$ cat src/hdl/mpu_settings.svh
/*
  Build settings for the memory protection unit
  Region counts, debug-module window and APB address width
*/

`ifndef MPU_SETTINGS_SVH
`define MPU_SETTINGS_SVH

// Number of entries in the fixed PMA table
`define MPU_PMA_REGIONS 4

// Number of software-programmed PMP regions
`define MPU_PMP_REGIONS 4

// Debug-module window, both bounds inclusive
`define MPU_DM_START 32'hF000_0000
`define MPU_DM_END   32'hF000_3FFF

// APB address width in bits
`define MPU_APB_AW 8

`endif

$ cat src/hdl/mpu_bus_pkg.sv
/*
  Access request and response types
  APB register map offsets of the PMP register file
*/

`include "mpu_settings.svh"

package mpu_bus_pkg;

  //////////////////////////////////////////////////////////////////////
  // Access side
  //////////////////////////////////////////////////////////////////////

  // One access as presented by the core, 36 bits
  typedef struct packed {
    logic [31:0] addr;
    logic        dbg;
    logic        instr;
    logic        write;
    logic        misaligned;
  } mpu_req_t;

  // Result of an access, returned one cycle after the request
  typedef struct packed {
    logic err;
    logic pma_err;
    logic pmp_err;
    logic cacheable;
    logic bufferable;
  } mpu_resp_t;

  //////////////////////////////////////////////////////////////////////
  // APB register map
  //////////////////////////////////////////////////////////////////////

  // pmpcfg i lives at PMPCFG_BASE + 4*i
  localparam logic [`MPU_APB_AW-1:0] PMPCFG_BASE = 'h00;

  // pmpaddr i lives at PMPADDR_BASE + 4*i, holds a word address
  localparam logic [`MPU_APB_AW-1:0] PMPADDR_BASE = 'h20;

  // Security config, rlb in bit 2 and mmwp in bit 1
  localparam logic [`MPU_APB_AW-1:0] MSECCFG_OFS = 'h40;

endpackage

$ cat src/hdl/mpu_region_pkg.sv
/*
  PMA and PMP configuration types
  PMP mode encoding and the fixed PMA region table
*/

`include "mpu_settings.svh"

package mpu_region_pkg;

  //////////////////////////////////////////////////////////////////////
  // PMA
  //////////////////////////////////////////////////////////////////////

  // Bounds are word addresses, low inclusive and high exclusive
  typedef struct packed {
    logic [29:0] word_addr_low;
    logic [29:0] word_addr_high;
    logic        main;
    logic        bufferable;
    logic        cacheable;
  } pma_cfg_t;

  // Region 3 overlaps region 0, region 0 must win there
  localparam pma_cfg_t PMA_TABLE [`MPU_PMA_REGIONS] = '{
    '{word_addr_low: 30'h0000_0000, word_addr_high: 30'h0000_4000,
      main: 1'b1, bufferable: 1'b0, cacheable: 1'b1},
    '{word_addr_low: 30'h0400_0000, word_addr_high: 30'h0400_0400,
      main: 1'b0, bufferable: 1'b0, cacheable: 1'b0},
    '{word_addr_low: 30'h0800_0000, word_addr_high: 30'h0C00_0000,
      main: 1'b1, bufferable: 1'b1, cacheable: 1'b0},
    '{word_addr_low: 30'h0000_2000, word_addr_high: 30'h2400_0000,
      main: 1'b1, bufferable: 1'b1, cacheable: 1'b1}
  };

  // Unmatched addresses are plain I/O
  localparam pma_cfg_t PMA_DEFAULT = '0;

  typedef struct packed {
    logic err;
    logic cacheable;
    logic bufferable;
    logic dm_hit;
  } pma_res_t;

  //////////////////////////////////////////////////////////////////////
  // PMP
  //////////////////////////////////////////////////////////////////////

  typedef enum logic [1:0] {
    PMP_OFF = 2'b00,
    PMP_TOR = 2'b01
  } pmp_mode_e;

  // Matches the pmpcfg byte layout
  typedef struct packed {
    logic      lock;
    logic [1:0] rsvd;
    pmp_mode_e mode;
    logic      exec;
    logic      write;
    logic      read;
  } pmp_cfg_t;

  typedef struct packed {
    logic rlb;
    logic mmwp;
  } mseccfg_t;

  typedef struct packed {
    logic err;
  } pmp_res_t;

endpackage

$ cat src/hdl/mpu_access_resolve.sv
/*
  Merges the PMA and PMP results into one access response
  and registers it with its valid bit
*/

module mpu_access_resolve (
  input  logic                     clk,
  input  logic                     rst_n,
  input  logic                     req_valid_i,
  input  mpu_region_pkg::pma_res_t pma_res_i,
  input  mpu_region_pkg::pmp_res_t pmp_res_i,
  output logic                     resp_valid_o,
  output mpu_bus_pkg::mpu_resp_t   resp_o
);

  import mpu_bus_pkg::*;

  mpu_resp_t resp_d;
  mpu_resp_t resp_q;
  logic      resp_valid_q;

  always_comb begin
    // Debug-module accesses bypass PMP
    resp_d.pmp_err    = pmp_res_i.err && !pma_res_i.dm_hit;
    resp_d.pma_err    = pma_res_i.err;
    resp_d.err        = resp_d.pma_err || resp_d.pmp_err;
    resp_d.cacheable  = pma_res_i.cacheable;
    resp_d.bufferable = pma_res_i.bufferable;
  end

  always_ff @(posedge clk or negedge rst_n) begin
    if (!rst_n) begin
      resp_valid_q <= 1'b0;
    end else begin
      resp_valid_q <= req_valid_i;
    end
  end

  // Payload only follows accepted requests
  always_ff @(posedge clk) begin
    if (req_valid_i) begin
      resp_q <= resp_d;
    end
  end

  assign resp_valid_o = resp_valid_q;
  assign resp_o       = resp_q;

endmodule

$ cat src/hdl/mpu_pma_lookup.sv
/*
  PMA attribute lookup
  Lowest-match search over the fixed table, debug-module override
  and the PMA error rule, all combinational
*/

`include "mpu_settings.svh"

module mpu_pma_lookup (
  input  mpu_bus_pkg::mpu_req_t    req_i,
  output mpu_region_pkg::pma_res_t pma_res_o
);

  import mpu_region_pkg::*;

  logic [29:0] word_addr;
  logic        dm_hit;
  logic        matched;
  pma_cfg_t    cfg;

  assign word_addr = req_i.addr[31:2];

  // Debug accesses into the debug module are always let through
  assign dm_hit = req_i.dbg &&
                  (req_i.addr >= `MPU_DM_START) &&
                  (req_i.addr <= `MPU_DM_END);

  //////////////////////////////////////////////////////////////////////
  // Region select
  //////////////////////////////////////////////////////////////////////

  always_comb begin
    cfg     = PMA_DEFAULT;
    matched = 1'b0;

    // First hit wins, later regions are shadowed
    for (int i = 0; i < `MPU_PMA_REGIONS; i++) begin
      if (!matched &&
          (PMA_TABLE[i].word_addr_low <= word_addr) &&
          (word_addr < PMA_TABLE[i].word_addr_high)) begin
        cfg     = PMA_TABLE[i];
        matched = 1'b1;
      end
    end

    if (dm_hit) begin
      cfg      = '0;
      cfg.main = 1'b1;
    end
  end

  //////////////////////////////////////////////////////////////////////
  // Result
  //////////////////////////////////////////////////////////////////////

  // Fetches and misaligned accesses need main memory
  assign pma_res_o.err = !cfg.main && (req_i.instr || req_i.misaligned);

  assign pma_res_o.cacheable = cfg.cacheable;

  // Only writes may be posted
  assign pma_res_o.bufferable = cfg.bufferable && req_i.write;

  assign pma_res_o.dm_hit = dm_hit;

endmodule

$ cat src/hdl/mpu_pmp_csr.sv
/*
  PMP register file behind an APB slave port
  Config, address and security registers with the lock rules
  TOR permission check for the current access
*/

`include "mpu_settings.svh"

module mpu_pmp_csr (
  input  logic                     clk,
  input  logic                     rst_n,
  input  logic                     psel_i,
  input  logic                     penable_i,
  input  logic                     pwrite_i,
  input  logic [`MPU_APB_AW-1:0]   paddr_i,
  input  logic [31:0]              pwdata_i,
  output logic [31:0]              prdata_o,
  output logic                     pready_o,
  output logic                     pslverr_o,
  input  mpu_bus_pkg::mpu_req_t    req_i,
  output mpu_region_pkg::pmp_res_t pmp_res_o
);

  import mpu_bus_pkg::*;
  import mpu_region_pkg::*;

  localparam int NR = `MPU_PMP_REGIONS;
  localparam int AW = `MPU_APB_AW;

  pmp_cfg_t    cfg_q [NR];
  logic [31:0] addr_q [NR];
  mseccfg_t    mseccfg_q;
  logic        rlb_locked_q;

  logic          access;
  logic          apb_wr;
  logic [NR-1:0] cfg_sel;
  logic [NR-1:0] addr_sel;
  logic          sec_sel;
  logic [NR-1:0] cfg_locked;
  logic [NR-1:0] addr_locked;
  logic          any_lock;
  logic          rlb_lock_now;
  pmp_cfg_t      cfg_wdata;
  logic          cfg_wr_rsvd;

  //////////////////////////////////////////////////////////////////////
  // APB decode
  //////////////////////////////////////////////////////////////////////

  assign access = psel_i && penable_i;
  assign apb_wr = access && pwrite_i;

  always_comb begin
    for (int i = 0; i < NR; i++) begin
      cfg_sel[i]  = paddr_i == AW'(PMPCFG_BASE + 4 * i);
      addr_sel[i] = paddr_i == AW'(PMPADDR_BASE + 4 * i);
    end
    sec_sel = paddr_i == MSECCFG_OFS;
  end

  // Zero wait states
  assign pready_o  = access;
  assign pslverr_o = access && !(|cfg_sel || |addr_sel || sec_sel);

  always_comb begin
    prdata_o = '0;
    for (int i = 0; i < NR; i++) begin
      if (cfg_sel[i]) prdata_o = {24'h0, cfg_q[i]};
      if (addr_sel[i]) prdata_o = addr_q[i];
    end
    if (sec_sel) prdata_o = {29'h0, mseccfg_q.rlb, mseccfg_q.mmwp, 1'b0};
  end

  //////////////////////////////////////////////////////////////////////
  // Lock rules
  //////////////////////////////////////////////////////////////////////

  always_comb begin
    any_lock = 1'b0;
    for (int i = 0; i < NR; i++) begin
      cfg_locked[i]  = cfg_q[i].lock && !mseccfg_q.rlb;
      addr_locked[i] = cfg_locked[i];
      // TOR region i+1 uses addr i as its lower bound
      if (i < NR - 1) begin
        addr_locked[i] = addr_locked[i] ||
                         (cfg_q[i+1].lock && (cfg_q[i+1].mode == PMP_TOR) && !mseccfg_q.rlb);
      end
      any_lock = any_lock || cfg_q[i].lock;
    end
  end

  assign rlb_lock_now = rlb_locked_q || (any_lock && !mseccfg_q.rlb);

  always_comb begin
    cfg_wdata      = pmp_cfg_t'(pwdata_i[7:0]);
    cfg_wdata.rsvd = 2'b00;
  end

  // RW=01 is reserved, such a write is dropped
  assign cfg_wr_rsvd = !cfg_wdata.read && cfg_wdata.write;

  always_ff @(posedge clk or negedge rst_n) begin
    if (!rst_n) begin
      for (int i = 0; i < NR; i++) begin
        cfg_q[i]  <= '0;
        addr_q[i] <= '0;
      end
      mseccfg_q    <= '0;
      rlb_locked_q <= 1'b0;
    end else begin
      rlb_locked_q <= rlb_lock_now;
      if (apb_wr) begin
        for (int i = 0; i < NR; i++) begin
          if (cfg_sel[i] && !cfg_locked[i] && !cfg_wr_rsvd) begin
            cfg_q[i] <= cfg_wdata;
          end
          if (addr_sel[i] && !addr_locked[i]) begin
            addr_q[i] <= pwdata_i;
          end
        end
        if (sec_sel) begin
          mseccfg_q.rlb  <= pwdata_i[2] && !rlb_lock_now;
          mseccfg_q.mmwp <= mseccfg_q.mmwp || pwdata_i[1];
        end
      end
    end
  end

  //////////////////////////////////////////////////////////////////////
  // TOR permission check
  //////////////////////////////////////////////////////////////////////

  logic [31:0] word_addr;
  logic        found;
  logic [31:0] lower;

  assign word_addr = {2'b00, req_i.addr[31:2]};

  always_comb begin
    found         = 1'b0;
    pmp_res_o.err = mseccfg_q.mmwp;
    for (int i = 0; i < NR; i++) begin
      lower = (i == 0) ? 32'h0 : addr_q[(i == 0) ? 0 : i - 1];
      if (!found && (cfg_q[i].mode == PMP_TOR) &&
          (lower <= word_addr) && (word_addr < addr_q[i])) begin
        found = 1'b1;
        // Unlocked regions do not restrict machine mode
        if (!cfg_q[i].lock) pmp_res_o.err = 1'b0;
        else if (req_i.instr) pmp_res_o.err = !cfg_q[i].exec;
        else if (req_i.write) pmp_res_o.err = !cfg_q[i].write;
        else pmp_res_o.err = !cfg_q[i].read;
      end
    end
  end

endmodule

$ cat src/hdl/mpu_top.sv
/*
  Memory protection unit top level
  PMA lookup and PMP register file feed one response stage
*/

`include "mpu_settings.svh"

module mpu_top (
  input  logic                   clk,
  input  logic                   rst_n,
  input  logic                   req_valid_i,
  input  mpu_bus_pkg::mpu_req_t  req_i,
  output logic                   resp_valid_o,
  output mpu_bus_pkg::mpu_resp_t resp_o,
  input  logic                   psel_i,
  input  logic                   penable_i,
  input  logic                   pwrite_i,
  input  logic [`MPU_APB_AW-1:0] paddr_i,
  input  logic [31:0]            pwdata_i,
  output logic [31:0]            prdata_o,
  output logic                   pready_o,
  output logic                   pslverr_o
);

  import mpu_region_pkg::*;

  pma_res_t pma_res;
  pmp_res_t pmp_res;

  mpu_pma_lookup u_pma_lookup (
    .req_i     (req_i),
    .pma_res_o (pma_res)
  );

  mpu_pmp_csr u_pmp_csr (
    .clk       (clk),
    .rst_n     (rst_n),
    .psel_i    (psel_i),
    .penable_i (penable_i),
    .pwrite_i  (pwrite_i),
    .paddr_i   (paddr_i),
    .pwdata_i  (pwdata_i),
    .prdata_o  (prdata_o),
    .pready_o  (pready_o),
    .pslverr_o (pslverr_o),
    .req_i     (req_i),
    .pmp_res_o (pmp_res)
  );

  mpu_access_resolve u_access_resolve (
    .clk          (clk),
    .rst_n        (rst_n),
    .req_valid_i  (req_valid_i),
    .pma_res_i    (pma_res),
    .pmp_res_i    (pmp_res),
    .resp_valid_o (resp_valid_o),
    .resp_o       (resp_o)
  );

endmodule

$ cat config.mk
export PLATFORM = sky130hd
export DESIGN_NAME = mpu_top
export DESIGN_NICKNAME = d
export VERILOG_FILES = /design/src/hdl/mpu_bus_pkg.sv /design/src/hdl/mpu_region_pkg.sv /design/src/hdl/mpu_access_resolve.sv /design/src/hdl/mpu_pma_lookup.sv /design/src/hdl/mpu_pmp_csr.sv /design/src/hdl/mpu_top.sv
export VERILOG_INCLUDE_DIRS = /design/src /design/src/hdl
export SDC_FILE = /design/constraint.sdc
export NUM_CORES = 1
export LEC_CHECK = 0
export ABC_CLOCK_PERIOD_IN_PS = 5060
export BUFFER_PORTS_ARGS = -buffer_cell sky130_fd_sc_hd__clkbuf_2
export CORE_ASPECT_RATIO = 0.5
export CORE_MARGIN = 4
export CORE_UTILIZATION = 55
export DETAILED_ROUTE_END_ITERATION = 7
export PLACE_DENSITY = 0.83
export SLEW_MARGIN = 20
export SYNTH_ARGS = -nofsm -noshare
export SYNTH_HDL_FRONTEND = slang
export SYNTH_SLANG_ARGS = --single-unit
export TNS_END_PERCENT = 5
$ cat constraint.sdc
create_clock -name clk -period 5.06 [get_ports clk]
set_clock_uncertainty 0.1 [all_clocks]
set_input_delay 0.506 -clock clk [delete_from_list [all_inputs] [get_ports clk]]
set_output_delay 0.506 -clock clk [all_outputs]
set_load 0.05 [all_outputs]
Yosys cells after proc, flatten, opt, wreduce, memory -nomap -nowiden
Index checks and enable logic that the tools add are counted.
W data, S select, Z words.
{"block": "totals", "input_bits": 82, "output_inout_bits": 40, "reg_bits": 161}
{"block": "classes", "reduce_logical": 107, "n_eq_ne": 12, "n_mux": 36, "magnitude_cmp": 18}
{"op": "$mux W32", "count": 8}
{"op": "$lt A30 B32 Y1", "count": 4}
{"op": "$le A32 B30 Y1", "count": 3}
{"op": "$le A1 B30 Y1 const A", "count": 2}
{"op": "$logic_and A1 B1 Y1", "count": 51}
{"op": "$eq A8 B6 Y1 const B", "count": 4}
{"op": "$ge A32 B32 Y1 const B", "count": 1}
{"op": "$le A32 B32 Y1 const B", "count": 1}
{"op": "$logic_not A1 Y1", "count": 32}
{"op": "$le A14 B30 Y1 const A", "count": 1}
{"op": "$le A27 B30 Y1 const A", "count": 1}
{"op": "$le A28 B30 Y1 const A", "count": 1}
{"op": "$lt A30 B15 Y1 const B", "count": 1}
{"op": "$lt A30 B27 Y1 const B", "count": 1}
{"op": "$lt A30 B28 Y1 const B", "count": 1}
{"op": "$lt A30 B30 Y1 const B", "count": 1}
{"op": "$mux W1", "count": 22}
{"op": "$reduce_and A2 Y1", "count": 9}
{"op": "$eq A8 B4 Y1 const B", "count": 2}
{"op": "$mux W3", "count": 5}
{"op": "$logic_or A1 B1 Y1", "count": 12}
{"op": "$eq A2 B1 Y1 const B", "count": 4}
{"op": "$eq A8 B3 Y1 const B", "count": 1}
{"op": "$eq A8 B7 Y1 const B", "count": 1}
{"op": "3 further kinds", "count": 4}

Logic depth before layout (Yosys ltp)
{"block": "logic_depth", "depth_word": 21, "depth_mapped": 10, "ltp_nobuf": 10}

Cells and area by module
Synthesis repeated with hierarchy kept, for this count alone.
{"block": "unflattened", "hier_cells": 927, "hier_area_um2": 10139.7}
{"module": "mpu_pmp_csr", "seq_area_each_um2": 3878.7, "cells_each": 895, "area_each_um2": 9786.9, "instances": 1}
{"module": "mpu_access_resolve", "seq_area_each_um2": 175.2, "cells_each": 8, "area_each_um2": 195.2, "instances": 1}
{"module": "mpu_pma_lookup", "seq_area_each_um2": 0.0, "cells_each": 24, "area_each_um2": 157.7, "instances": 1}

Worst setup path before layout
No wires, ideal clock.
{"block": "synth_timing", "path_kind": "input-to-output", "from": "input port paddr_i[4]", "to": "output port prdata_o[10]", "path_stages": 8, "path_buffers": 2, "arrival_time_ps": 2334, "slack_ps": 2120, "path_cell_list": "nor3_2 > nand2_1 > nor2_1 > clkbuf_1 > buf_1 > nand2_1 > o21ai_0 > a221o_1"}
{"block": "synth_via", "elab_chain_len": 9, "elab_cells_between_ends": 16, "classes_between": "8 x eq/ne; 8 x mux"}
{"element": "from (decl)", "line_no": "mpu_top.sv:18", "text": "input logic [`MPU_APB_AW-1:0] paddr_i,"}
{"element": "$eq A8 B6 Y1", "line_no": "mpu_pmp_csr.sv:57", "text": "addr_sel[i] = paddr_i == AW'(PMPADDR_BASE + 4 * i);"}
{"element": "$mux W32", "line_no": "mpu_pmp_csr.sv:70", "text": "if (addr_sel[i]) prdata_o = addr_q[i];"}
{"element": "$mux W32", "line_no": "mpu_pmp_csr.sv:69", "text": "if (cfg_sel[i]) prdata_o = {24'h0, cfg_q[i]};"}
{"element": "$mux W32", "line_no": "mpu_pmp_csr.sv:70"}
{"element": "$mux W32", "line_no": "mpu_pmp_csr.sv:69"}
{"element": "$mux W32", "line_no": "mpu_pmp_csr.sv:70"}
{"element": "$mux W32", "line_no": "mpu_pmp_csr.sv:69"}
{"element": "$mux W32", "line_no": "mpu_pmp_csr.sv:70"}
{"element": "$mux W32 *", "line_no": "mpu_pmp_csr.sv:72", "text": "if (sec_sel) prdata_o = {29'h0, mseccfg_q.rlb, mseccfg_q.mmwp, 1'b0};"}
{"element": "to (decl)", "line_no": "mpu_top.sv:20", "text": "output logic [31:0] prdata_o,"}
Every way passes the cells marked *; elsewhere a longest branch is shown, timed or not.

Final worst setup path
{"block": "layout_timing", "from": "input port paddr_i[4]", "to": "output port prdata_o[24]"}
Same word-level chain as after synthesis.

==> flow_metrics.env <==
export IMPL_cts_buffers=17
export IMPL_wl_per_cell_um=20.3
export IMPL_htree_levels=4
export IMPL_finalHoldViolCount=0
export IMPL_synth_top_flop_cell="dfrtp_1"
export IMPL_drc_errors=0
export IMPL_netlist_top_cells_count="nand2_1 (159), dfrtp_1 (156), o21ai_0 (144)"
export IMPL_die_w_um=200
export IMPL_clk_pin_slew_ns=0.07
export IMPL_synth_top_cells_by_area="dfrtp_1 (39%), ha_1 (15%), o21ai_0 (7.1%)"
export IMPL_diodes=0
export IMPL_hp_class="input pin to async pin"
export IMPL_reg2reg_from="u_pmp_csr.addr_q[91]"
export IMPL_gr_total_overflow=0
export IMPL_place_congestion=0.960
export IMPL_layout_drive_gt1_share_pct=19.4
export IMPL_cts_resized=0
export IMPL_route_vias_total=9072
export IMPL_yosysWarnings=0
export IMPL_async_reset_ff_share_pct=96.9
export IMPL_cts_tree="built"
export IMPL_clock_fmax_mhz=265
export IMPL_cp_required_ns=4.45
export IMPL_max_slew_margin_pct=26.5
export IMPL_clock_sinks=161
export IMPL_cts_path_max_buffers=2
export IMPL_setup_viol=0
export IMPL_drv_slew=0
export IMPL_syn_nets=1295
export IMPL_rr_worst_depth=10
export IMPL_postCtsHoldBufs=0
export IMPL_worst_slew_pin_slew_ns=1.10
export IMPL_grt_max_degree=115
export IMPL_period_needed_ns=3.78
export IMPL_grt_pass1_wl_um=47400
export IMPL_rrSetupSlack_ns=1.62
export IMPL_yosysMostFrequentCell="nand2_1"
export IMPL_core_area_um2=17700
export IMPL_synthDistinctLibCells=54
export IMPL_area_growth_pct=14.5
export IMPL_die_area_um2=20700
export IMPL_synth_edf_count=5
export IMPL_avgSynthCellArea_um2=9.24
export IMPL_grt_total_usage_pct=28.7
export IMPL_powerDensity_nw_per_um2=255
export IMPL_tns_ns=0
export IMPL_crit_path_start_kind="input pin"
export IMPL_end_kind="primary output"
export IMPL_ios=122
export IMPL_first_pass_iters=5
export IMPL_num_fill_cells=1427
export IMPL_fin_crit_sh_pct=74.7
export IMPL_vdd_ir_drop_max_uv=171
export IMPL_outcome="complete, no violations"
export IMPL_syn_cell_area_um2=10100
export IMPL_layout_setup_ws_ns=1.28
export IMPL_grt_pass1_vias=9189
export IMPL_fin_util_pct=65.4
export IMPL_place_detailed_hpwl_um=21800
export IMPL_port_buffers=119
export IMPL_critPathArrivalTime_ns=3.17
export IMPL_die_h_um=104
export IMPL_antenna_found_initial=0
export IMPL_p_leak_nw=5.78
export IMPL_cp_max_fo=18
export IMPL_max_cap_violations=0
export IMPL_root_buffer="clkbuf_16"
export IMPL_start_util_pct=57.1
export IMPL_postCtsSetupBuffers=0
export IMPL_ys_ff_latch=161
export IMPL_critPathKind="input pin to primary output"
export IMPL_yosysSeqAreaShare_pct=40.1
export IMPL_drt_iter0_drc=861
export IMPL_r2r_end="u_access_resolve.resp_o[2]"
export IMPL_yosys_area_top_type="dfrtp_1"
export IMPL_final_net_count=1409
export IMPL_netlist_instances=1094
export IMPL_netlist_area_leader_share_pct=38.6
export IMPL_via_per_inst=6.24
export IMPL_clock_latency_ns=0.43
export IMPL_num_rows=34
export IMPL_post_place_ws_ns=1.36
export IMPL_rsz0062_at_grt="false"
export IMPL_routed_wl_um=29600
export IMPL_ant_nets=0
==> area by class of cell <==
| class | count | area (um^2) | area share [%] |
|---|---|---|---|
| Inverter | 125 | 469 | 4.05 |
| Clock buffer | 17 | 425 | 3.68 |
| Tap cell | 234 | 293 | 2.53 |
| Sequential cell | 161 | 4050 | 35.0 |
| Clock inverter | 15 | 153 | 1.32 |
| Timing Repair Buffer | 131 | 707 | 6.11 |
| Multi-Input combinational cell | 772 | 5470 | 47.3 |
==> power breakdown <==
group          total (mW)  switching [mW]  internal, mW
Clock                1.29           0.597         0.693
Combinational       0.312           0.207         0.105
Sequential           1.34          0.0184          1.33
Total                2.95           0.823          2.12
==> worst max-delay path, stage by stage <==
cell	delay, ns
clkbuf_2	0.10
nor3_2	0.41
nand2_1	0.27
nor2_2	0.90
buf_4	0.42
a221o_1	0.25
clkbuf_2	0.30
==> worst max path at each step <==
stage	from	endpoint	slack [ns]	cells after the start
final	paddr_i[4]	prdata_o[24]	1.28	7
after detailed placement	paddr_i[4]	prdata_o[24]	1.36	7
after CTS	paddr_i[4]	prdata_o[24]	1.37	7
after global placement	paddr_i[4]	prdata_o[24]	1.42	7
after floorplan	paddr_i[4]	prdata_o[10]	2.12	8
after global routing	paddr_i[3]	prdata_o[3]	1.12	10
==> per-stage QoR <==
stage               std cells  hold slack (ns)  cell area, um^2  power (mW)
finish                   1455           0.0415            11600        2.95
detailed placement       1423            0.361            11000        1.67
global placement         1423            0.363            11000        1.66
CTS                      1455            0.166            11600        2.95
global route             1455            0.172            11600        3.05
floorplan                1094            0.110            10100        1.52
==> state kept, by name (all words and copies together), names as in the netlist <==
| register | flops |
|---|---|
| u_pmp_csr.addr_q | 96 |
| u_pmp_csr.lower | 32 |
| u_pmp_csr.cfg_q | 24 |
| u_access_resolve.resp_o | 5 |
| u_pmp_csr.mseccfg_q | 2 |
| u_access_resolve.resp_valid_o | 1 |
| u_pmp_csr.rlb_locked_q | 1 |
==> placed cells by master, fill, tap and decap left out, drive strengths merged, types with 3 or more instances in the layout <==
master	netlist	final
nand2	159	159
dfrtp	156	156
o21ai	146	146
clkbuf	31	136
inv	125	131
ha	119	119
mux2	62	62
a21oi	44	44
a221o	33	33
nor2	33	33
nand3	28	28
nand4	16	16
nor4	14	14
a211oi	12	12
buf	5	12
nand2b	9	9
a21o	9	9
nor3	9	9
and4	7	7
nor2b	7	7
clkinv	0	6
o22ai	5	5
edfxtp	5	5
a222oi	4	4
a22oi	4	4
a221oi	4	4
o31a	4	4
a2111oi	4	4
mux2i	4	4
o211ai	4	4
or4	4	4
a311oi	3	3
==> per-layer routing <==
layer	share of wire (%)	track usage, %	wire, um	vias to the layer above
met3	9.3	8.24	2760	61
li1	-	-	-	4156
met4	1.9	7.41	567	0
met5	0	0	0	-
met1	43	39.7	12700	4414
met2	46	44.7	13600	441
==> cell families after synthesis <==
logic type / share of synthesized area, %
and+or+nand+nor: 13.5
muxes: 7.31
DFF: 40.1
AOI/OAI and AO/OA: 18.3
buffers and inverters: 6.01
adders and majority gates: 14.7
No activity file was read; power rests on OpenSTA's default activity.
